$ cat src/logic/host_pkg.sv
// Host side definitions for the SRAM controller.
// Request opcodes, timing register selects and host widths.
`default_nettype none

package host_pkg;

   parameter int host_data_w = 32;
   parameter int host_mask_w = 4;  // One bit per byte of the host word.

   // Wait-state counts.
   parameter int wait_w = 4;
   parameter logic [wait_w-1:0] wait_reset = 4'd2;

   typedef enum logic
   {
      op_read  = 1'b0,
      op_write = 1'b1
   } host_op_t;

   // Timing register select on the config port.
   typedef enum logic
   {
      cfg_read_wait  = 1'b0,
      cfg_write_wait = 1'b1
   } cfg_sel_t;

endpackage

`default_nettype wire

$ cat src/logic/sram_timing_regs.sv
// SRAM timing registers.
// Holds the read and write wait-state counts, written from the config port.
`timescale 1ns/1ps
`default_nettype none

module sram_timing_regs
   import host_pkg::*;
(
   input  logic              clk,
   input  logic              arst_n,
   input  logic              cfg_we,
   input  cfg_sel_t          cfg_sel,
   input  logic [wait_w-1:0] cfg_wdata,
   output logic [wait_w-1:0] read_wait,
   output logic [wait_w-1:0] write_wait
);

   logic [wait_w-1:0] read_wait_r;
   logic [wait_w-1:0] write_wait_r;

   always_ff @(posedge clk or negedge arst_n)
      if (!arst_n)
      begin
         read_wait_r  <= wait_reset;
         write_wait_r <= wait_reset;
      end
      else if (cfg_we)
      begin
         case (cfg_sel)
            cfg_read_wait:
               read_wait_r <= cfg_wdata;
            cfg_write_wait:
               write_wait_r <= cfg_wdata;
         endcase
      end

   // Sampled by the sequencer at pop.
   assign read_wait  = read_wait_r;
   assign write_wait = write_wait_r;

endmodule

`default_nettype wire

$ cat config.mk
export PLATFORM = sky130hd
export DESIGN_NAME = sram_timing_regs
export DESIGN_NICKNAME = d
export VERILOG_FILES = /design/src/logic/host_pkg.sv /design/src/logic/sram_timing_regs.sv
export SDC_FILE = /design/constraint.sdc
export NUM_CORES = 1
export LEC_CHECK = 0
export BUFFER_PORTS_ARGS = -buffer_cell sky130_fd_sc_hd__buf_2
export CAP_MARGIN = 40
export CORE_AREA = 2 2 39 41
export CTS_BUF_LIST = sky130_fd_sc_hd__clkbuf_4 sky130_fd_sc_hd__clkbuf_8
export DETAILED_ROUTE_END_ITERATION = 12
export DIE_AREA = 0 0 41 43
export PLACE_DENSITY_LB_ADDON = 0.3
export SYNTH_ARGS = -nofsm -noshare
export SYNTH_HDL_FRONTEND = slang
export SYNTH_SLANG_ARGS = --single-unit
$ cat constraint.sdc
create_clock -name clk -period 0.8 [get_ports clk]
set_input_delay 0.2 -clock clk [delete_from_list [all_inputs] [get_ports clk]]
set_output_delay 0.2 -clock clk [all_outputs]
set_load 0.01 [all_outputs]
==> impl_metrics.py <==
metrics = {
    "worst_setup_path": {
        "path_depth": 1,
        "required_ns": 0.60,
        "r2r-start": "write_wait[2]",
        "cp.buffers_inverters": 1,
        "rr_endpoint": "write_wait[2]",
        "critPathKind": "reg -> out",
        "regToRegSetupSlack_ns": -0.07,
        "worst_setup_path_start_kind": "flop",
        "crit_start": "write_wait[1]",
        "r2r_cells": 2,
        "cp-end-kind": "output pin",
        "critPathSlowestCell": "dfstp_2",
        "critPathCapture": "write_wait[1]",
        "slowest_delay_ns": 0.54,
        "crit_fanout": 2,
        "worstPathArrival_ns": 0.88,
        "path_delay_family": "flip-flops",
        "cp_cell_sequence": "buf_6",
    },
    "synth": {
        "synth.top_cell.area_share_pct": 45.80,
        "yosys-top-cells-area": "dfrtp_1 (46%), mux2_4 (18%), dfstp_2 (16%)",
        "avgSynthCellArea_sq_um": 18.21,
        "syn-num-nets": 26,
        "synthCells": 18,
        "yosysWarnings": 0,
        "synth_seq_cells": 8,
        "synth_cell_type_count": 6,
        "yosys.area.top_type": "dfrtp_1",
        "synth_seq_area_share_pct": 61.83,
        "synth_area_sq_um": 327.8,
    },
    "die": {
        "initial_core_util_pct": 23.69,
        "die_h_microns": 43,
        "die_x_microns": 41,
        "dieArea_sq_um": 1763,
        "rows": 14,
        "io_pins": 16,
        "core_sq_um": 1384,
    },
    "clocking": {
        "htree_levels": 1,
        "cts.reportedPaths.clkPinSlew_ns": 0.06,
        "cts_tree": "yes",
        "numCtsBuffers": 3,
        "clk-insertion-delay-late_ns": 0.25,
        "clock_path_buffers": 2,
        "cts_sinks": 8,
        "cts_root_buffer": "clkbuf_4",
    },
    "sta": {
        "slew_headroom_pct": 87.77,
        "worstMarginPinSlew_ns": 0.1834,
        "setup_tns_ns": -1.706,
        "rsz0062_at_grt": "true",
        "setup_viol": 10,
        "fmax_ghz": 0.9256,
        "slew_viol_final": 0,
        "layout_min_cycle_time_ns": 1.080,
        "hold_violations": 0,
        "setup_ws_ns": -0.2804,
        "min_period_over_period_pct": 135.0,
        "whs_ns": 0.1826,
        "final.setup_skew_ns": 0,
    },
    "global_routing": {
        "grt_overflow": 0,
        "grt_pass1_vias": 241,
        "grt_antenna_before_repair": 0,
        "grt_max_degree": 9,
        "grt_pass1_wl_mm": 1.055,
        "grt_usage_pct": 10.16,
    },
    "route": {
        "firstDrtPassIters": 2,
        "wl_microns": 688,
        "route.detailed.drc": 0,
        "wl_per_cell_microns": 12.29,
        "detail-route-antenna-nets": 0,
        "drt_first_iter_violations": 3,
        "vias": 231,
        "via_per_inst": 4.125,
    },
    "layout": {
        "final_cells": 56,
        "finalNetCount": 49,
        "final_common_cell": "buf_2",
        "n_antenna_cell": 0,
        "syn_to_final_growth_pct": 52.67,
        "layout_common_cells": "buf_2 (12), dfrtp_1 (6)",
        "multi_input_comb_area_sq_um": 125.1,
        "fillers": 140,
        "drive_gt1_share_pct": 82.50,
        "final-seq-area_sq_um": 202.7,
    },
    "placed_design": {
        "placed_cells": 49,
        "gp_congestion": 0.6603,
        "dp_worst_setup_slack_ns": -0.1098,
        "portBuffers": 15,
    },
    "outcome": {
        "violations": "setup timing",
        "outcome": "finished with violations",
    },
    "power_and_ir_drop": {
        "total_leakage_power_uw": 0.0002534,
        "powerDensity_nw_per_um2": 2313,
        "peakVddDrop_v": 0.0009136,
    },
    "job": {
        "maxCapViolCount": 0,
    },
    "hold_path": {
        "hp-class": "in -> reg",
    },
}
final cells by class:
class	count	area share, %
Multi-Input combinational cell	10	25.00
Clock buffer	4	6.000
Timing Repair Buffer	18	24.50
Sequential cell	8	40.50
Tap cell	16	4.000
worst min path at each step:
stage,slack (ns),endpoint,cells after the start,startpoint
after global routing,0.18,write_wait[2],2,cfg_wdata[2]
after detailed placement,0.05,read_wait[2],1,arst_n
after CTS,0.18,write_wait[2],2,cfg_wdata[2]
after floorplan,-0.1,read_wait[0],0,arst_n
after global placement,0.04,write_wait[2],1,arst_n
final,0.18,write_wait[2],2,cfg_wdata[2]
per-stage QoR:
step	power [uW]	instance area, sq um	utilization, %
CTS	1169	490.5	35.44
global placement	725.1	422.9	30.56
global route	1224	500.5	36.17
floorplan	629.8	327.8	-
finish	1158	500.5	36.17
detailed placement	736.2	422.9	30.56
sequential cells by signal, indices dropped and copies added (netlist names):
| signal | count |
|---|---|
| read_wait | 4 |
| write_wait | 4 |
synthesized netlist by cell type:
master and count:
mux2_2 4, mux2_4 4, dfrtp_1 6, nand2b_4 1
dfstp_2 2, nand2_2 1
where the power goes:
group / internal, uW / switching [uW] / total, uW
logic: 174 / 102 / 276
clock network: 225 / 147 / 372
registers: 476 / 34.0 / 510
total: 875 / 282 / 1160
kinds of logic after synthesis:
logic type,after synthesis,synth area share (%)
DFF,8,61.83
muxes,8,32.06
and+or+nand+nor,2,6.107
repair_timing:
item                       4_1_cts  5_1_grt
hold buffers                     1        0
buffers inserted                 2        0
setup endpoints to repair        8       10
hold endpoints to repair         8        0
resized for setup                2        2
metal layers:
| metal | wire [microns] | share of wire (%) | global-route usage, % |
|---|---|---|---|
| met1 | 253 | 37 | 9.699 |
| met2 | 376 | 55 | 14.69 |
| met3 | 53 | 7.7 | 4.712 |
| met4 | 5 | 0.73 | 10.00 |
| met5 | 0 | 0 | 0 |
(Power assumes the default switching activity.)
