**config.mk**
```make
export PLATFORM = sky130hd
export DESIGN_NAME = req_queue
export DESIGN_NICKNAME = d
export VERILOG_FILES = /design/src/logic/host_pkg.sv /design/src/logic/sram_pkg.sv /design/src/logic/req_queue.sv
export SDC_FILE = /design/constraint.sdc
export NUM_CORES = 1
export LEC_CHECK = 0
export BUFFER_PORTS_ARGS = -buffer_cell sky130_fd_sc_hd__buf_2
export CORE_ASPECT_RATIO = 2
export CORE_MARGIN = 2
export CORE_UTILIZATION = 45
export CTS_CLUSTER_SIZE = 25
export DETAILED_ROUTE_END_ITERATION = 16
export PLACE_DENSITY = 0.74
export RECOVER_POWER = 50
export SYNTH_ARGS = -nofsm -noshare
export SYNTH_HDL_FRONTEND = slang
export SYNTH_SLANG_ARGS = --single-unit
```
**constraint.sdc**
```tcl
create_clock -name clk -period 3.46 [get_ports clk]
set_input_delay 0 -clock clk [delete_from_list [all_inputs] [get_ports clk]]
set_output_delay 0 -clock clk [all_outputs]
set_load 0.03 [all_outputs]
```
**src/logic/host_pkg.sv**
```systemverilog
// Host side definitions for the SRAM controller.
// Request opcodes, timing register selects and host widths.
`default_nettype none

package host_pkg;

   parameter int host_data_w = 32;
   parameter int host_mask_w = 4;  // One bit per byte of the host word.

   // Wait-state counts.
   parameter int wait_w = 4;
   parameter logic [wait_w-1:0] wait_reset = 4'd2;

   typedef enum logic
   {
      op_read  = 1'b0,
      op_write = 1'b1
   } host_op_t;

   // Timing register select on the config port.
   typedef enum logic
   {
      cfg_read_wait  = 1'b0,
      cfg_write_wait = 1'b1
   } cfg_sel_t;

endpackage

`default_nettype wire

```
**src/logic/sram_pkg.sv**
```systemverilog
// SRAM side definitions for the dual 256K x 16 board memory.
// Pin widths, byte lanes per chip and the pin sequencer states.
`default_nettype none

package sram_pkg;

   parameter int sram_addr_w = 18;  // Word address of one chip.
   parameter int sram_data_w = 16;  // One chip's data bus.
   parameter int sram_chips  = 2;
   parameter int sram_lanes  = 2;   // Byte lanes per chip.

   // Pin sequencer states.
   typedef enum logic [2:0]
   {
      st_idle,
      st_setup,
      st_read,
      st_write,
      st_turn
   } seq_state_t;

endpackage

`default_nettype wire

```
**src/logic/req_queue.sv**
```systemverilog
// Host request queue.
// Circular FIFO between the host and the pin sequencer, returning
// one credit to the host for every entry it hands on.
`timescale 1ns/1ps
`default_nettype none

module req_queue
   import host_pkg::*;
   import sram_pkg::*;
#(
   parameter int queue_depth = 4
)
(
   input  logic                   clk,
   input  logic                   arst_n,
   input  logic                   req_valid,
   input  host_op_t               req_op,
   input  logic [sram_addr_w-1:0] req_addr,
   input  logic [host_mask_w-1:0] req_mask,
   input  logic [host_data_w-1:0] req_wdata,
   input  logic                   q_pop,
   output logic                   q_valid,
   output host_op_t               q_op,
   output logic [sram_addr_w-1:0] q_addr,
   output logic [host_mask_w-1:0] q_mask,
   output logic [host_data_w-1:0] q_wdata,
   output logic                   credit_return
);

   localparam int ptr_w = (queue_depth > 1) ? $clog2(queue_depth) : 1;
   localparam int cnt_w = $clog2(queue_depth + 1);

   host_op_t               op_mem    [queue_depth];
   logic [sram_addr_w-1:0] addr_mem  [queue_depth];
   logic [host_mask_w-1:0] mask_mem  [queue_depth];
   logic [host_data_w-1:0] wdata_mem [queue_depth];

   logic [ptr_w-1:0] wr_ptr;
   logic [ptr_w-1:0] rd_ptr;
   logic [cnt_w-1:0] fill;
   logic             pop;

   assign q_valid = (fill != '0);
   assign pop     = q_pop && q_valid;

   // Head entry.
   assign q_op    = op_mem[rd_ptr];
   assign q_addr  = addr_mem[rd_ptr];
   assign q_mask  = mask_mem[rd_ptr];
   assign q_wdata = wdata_mem[rd_ptr];

   always_ff @(posedge clk)
      if (req_valid)
      begin
         op_mem[wr_ptr]    <= req_op;
         addr_mem[wr_ptr]  <= req_addr;
         mask_mem[wr_ptr]  <= req_mask;
         wdata_mem[wr_ptr] <= req_wdata;
      end

   always_ff @(posedge clk or negedge arst_n)
      if (!arst_n)
      begin
         wr_ptr        <= '0;
         rd_ptr        <= '0;
         fill          <= '0;
         credit_return <= 1'b0;
      end
      else
      begin
         credit_return <= pop;  // One cycle after the pop.
         if (req_valid)
            wr_ptr <= (wr_ptr == ptr_w'(queue_depth - 1)) ? '0 : wr_ptr + 1'b1;
         if (pop)
            rd_ptr <= (rd_ptr == ptr_w'(queue_depth - 1)) ? '0 : rd_ptr + 1'b1;
         case ({req_valid, pop})
            2'b10:   fill <= fill + 1'b1;
            2'b01:   fill <= fill - 1'b1;
            default: fill <= fill;
         endcase
      end

endmodule

`default_nettype wire

```
==> results summary <==
The y dimension of the die is 197 µm. Yosys printed 0 warnings. The total chip power is 0.00888 W.

The mean instance size in the synthesized netlist came out at 25.6 µm². Setup repair after global routing left no endpoint under its margin. For this run, the total global-route usage over all layers was measured as 16.0%. The tree is rooted in a sky130_fd_sc_hd__clkbuf_16. The final critical path time including I/O delays and setup is 2630 ps. The number of antenna repair diodes came out at 0. The clock-pin slew of the registers on the worst-case setup and hold paths came out at 70 ps. The number of antenna violations at the first check in global routing came out at 0. The H-tree depth reported by CTS is 1. The number of I/O pins is 116. The final hold violation count is 0. The required time of the critical path came out at 3460 ps. Once the floorplan was initialized, standard cells occupied 45.8% of the core. The via count normalized by instance count is 5.32. The residual antenna-violating net count after detailed routing is 0. The core area came out at 18300 µm². The number of sinks handled by clock tree synthesis came out at 228. Clock skew on the completed layout was measured at 9.80 ps. The worst setup path is launched from a flip-flop.

The synthesized area came out at 8380 µm². The total congestion overflow is 0. The final-layout setup total negative slack is 0 ps. Clock latency on the worst-skew pair, taken at its later pin, is 480 ps. The total non-filler cell area in the finished layout is 10400 µm². The total number of vias came out at 3979. The via count of the first global-routing pass came to 4285. After detailed routing, the average wire length per cell comes to 20.9 µm. For flop-to-flop paths, the worst setup slack is 860 ps. Headroom to the max-slew limit came out at 5.99%. The number of stages on the worst hold path is 2. For hold timing, the worst endpoint is addr_mem[0][4].

After technology mapping, the gate count stands at 327. The worst hold path belongs to the class in2reg. The post-route netlist has 29.3% of its cells at a drive strength greater than 1.

Derived from the worst setup path, the maximum achievable clock frequency is 0.381 GHz. The clock passes through at most 3 buffers. Counting every net in the synthesized netlist gives 393. After detailed routing, the total wire length is 15600 µm. The violation count after the first detailed-route iteration came out at 294. Setup violations remaining at the end of the flow were counted as 0. The post-CTS setup repair buffer count came out at 0. The global placement routability congestion is 0.724. For the pin with the worst max-slew slack, the measured transition is 1410 ps. The number of placed instances, taps included, is 655. For this run, design rule violations remaining after detail routing come to 0.

Power spread over the standard cell area amounts to 854 nW/µm². Measured in cells, the most critical reg-to-reg path has a length of 4. Summing the sequential cell areas from Yosys gives 81.3% of the chip area.

The worst hold path begins at req_addr[4]. Input and output buffers added on the ports amount to 115. The number of max-slew violations in the final report came out at 0. The count of instances resized after the clock tree is built came out at 0. The run finished with clean final reports. For this design the static power due to leakage is 3.51 nW. The worst register-to-register path ends at wdata_mem[0][24]. The first global-routing pass estimated 23800 µm of wire. The highest net fanout along the worst path came out at 56. The share of the cycle needed by the critical path after routing came out at 75.9%. The setup slack after layout came out at 835 ps.

The x dimension of the die is 100 µm. The count of placed standard cells in the final layout, fillers left out came out at 748. The pin count of the biggest net entering global routing is 57. The data arrival time of the worst path came out at 2630 ps. STA classifies the critical path endpoint as a primary output. The number of nets in the layout came out at 585. The worst voltage drop across the vdd grid came out at 0.000612 V. The number of placement rows is 70. The number of iterations in the first detailed-routing pass is 4. The placed instances occupy a cell area of 9220 µm².

Counting the buffers created by CTS gives 19. The HPWL reported at the end of detailed placement is 9950 µm. The area growth from synthesis to final layout is 24.1%. The TritonCTS clock tree is yes. The number of distinct library cells after synthesis came out at 19. The area of the die came out at 19800 µm². Max-cap violations in this run came to 0.

The setup path with the least slack is of type reg2out. Counting flops and latches in the post-synthesis netlist gives 228. The worst-case setup slack after placement came out at 1260 ps. The beginning of the worst register-to-register path is wr_ptr[0].
-- power by group --
part	internal (W)	total [W]	switching (W)
Combinational	0.00110	0.00274	0.00165
Sequential	0.00354	0.00391	0.000369
Clock	0.00132	0.00222	0.000900
Total	0.00596	0.00888	0.00292
-- flip-flops by register name (all words and copies together), names as in the netlist --
name / count
credit_return: 1
wdata_mem: 128
op_mem: 4
mask_mem: 16
addr_mem: 72
wr_ptr: 2
rd_ptr: 2
fill: 3
-- what timing repair did --
action,4_1_cts,5_1_grt
endpoints found under the hold margin,233,0
setup endpoints to repair,0,0
hold buffers,59,0
-- through the flow --
stage | utilization (%) | hold WS (ps)
floorplan | - | -296
global placement | 50.4 | -161
detailed placement | 50.4 | -144
CTS | 57.2 | 245
global route | 56.8 | 328
finish | 56.8 | 321
-- Yosys cell counts --
| library cell | n | area, µm² |
|---|---|---|
| sky130_fd_sc_hd__mux2i_1 | 1 | 10.0 |
| sky130_fd_sc_hd__nand2_1 | 2 | 7.51 |
| sky130_fd_sc_hd__xnor2_1 | 1 | 8.76 |
| sky130_fd_sc_hd__buf_2 | 5 | 25.0 |
| sky130_fd_sc_hd__clkbuf_1 | 1 | 3.75 |
| sky130_fd_sc_hd__fa_1 | 1 | 20.0 |
| sky130_fd_sc_hd__dfrtp_1 | 8 | 200 |
| sky130_fd_sc_hd__mux4_2 | 55 | 1240 |
| sky130_fd_sc_hd__and2_1 | 4 | 25.0 |
| sky130_fd_sc_hd__xor2_1 | 2 | 17.5 |
| sky130_fd_sc_hd__buf_6 | 4 | 45.0 |
| sky130_fd_sc_hd__edfxtp_1 | 220 | 6610 |
| sky130_fd_sc_hd__or3_1 | 2 | 12.5 |
| sky130_fd_sc_hd__mux2_2 | 2 | 22.5 |
| sky130_fd_sc_hd__o21ai_0 | 2 | 10.0 |
| sky130_fd_sc_hd__inv_1 | 7 | 26.3 |
| sky130_fd_sc_hd__ha_1 | 6 | 75.1 |
| sky130_fd_sc_hd__nor2_1 | 2 | 7.51 |
| sky130_fd_sc_hd__buf_4 | 2 | 15.0 |
-- layout by cell type (no fill, tap or decap), types with 4 or more instances in the layout --
master,count
sky130_fd_sc_hd__ha_1,6
sky130_fd_sc_hd__bufinv_16,4
sky130_fd_sc_hd__inv_1,7
sky130_fd_sc_hd__buf_4,8
sky130_fd_sc_hd__clkbuf_1,61
sky130_fd_sc_hd__buf_2,57
sky130_fd_sc_hd__dfrtp_1,6
sky130_fd_sc_hd__edfxtp_1,220
sky130_fd_sc_hd__mux4_2,55
sky130_fd_sc_hd__clkbuf_16,19
sky130_fd_sc_hd__dlygate4sd3_1,59
sky130_fd_sc_hd__clkinv_2,4
-- kinds of logic after synthesis --
logic type | count (synthesis) | synth area share (%)
flip-flops | 228 | 81.3
buffers and inverters | 19 | 1.37
AND/OR/NAND/NOR | 10 | 0.627
XOR/XNOR | 3 | 0.314
adder cells (fa/ha/maj) | 7 | 1.14
AO/OA/AOI/OAI | 2 | 0.119
multiplexers | 58 | 15.2
-- worst max path at each step --
stage                     startpoint        endpoint  slack (ps)  cells after the start
after global routing       rd_ptr[0]      q_wdata[6]         640                      3
after global placement     rd_ptr[0]     q_wdata[11]        1260                      3
after detailed placement   rd_ptr[0]      q_wdata[6]        1260                      3
final                      rd_ptr[0]      q_wdata[6]         830                      3
after floorplan            wr_ptr[0]  addr_mem[0][0]        1120                      3
after CTS                  rd_ptr[0]      q_wdata[6]         740                      3
-- layout make-up --
class / instances / area [µm²]
Fill cell: 1383 / 7910
Sequential cell: 228 / 6810
Multi-Input combinational cell: 80 / 1460
Timing Repair Buffer: 183 / 1170
Clock buffer: 22 / 487
Tap cell: 216 / 270
Clock inverter: 12 / 168
Inverter: 7 / 26.3
-- per-layer routing --
metal / up-vias / global-route usage [%] / wire, µm
met1: 2109 / 18.1 / 5680
met5: - / 0 / 0
met4: 0 / 4.52 / 231
met2: 91 / 30.5 / 9110
met3: 14 / 2.52 / 593
li1: 1765 / - / -
-- worst max-delay path, stage by stage (launching register included) --
cell and delay [ps]:
sky130_fd_sc_hd__dfrtp_4 1160, sky130_fd_sc_hd__buf_4 290, sky130_fd_sc_hd__mux4_2 490, sky130_fd_sc_hd__buf_2 190
Note: power is estimated with default switching activity, not from simulation.
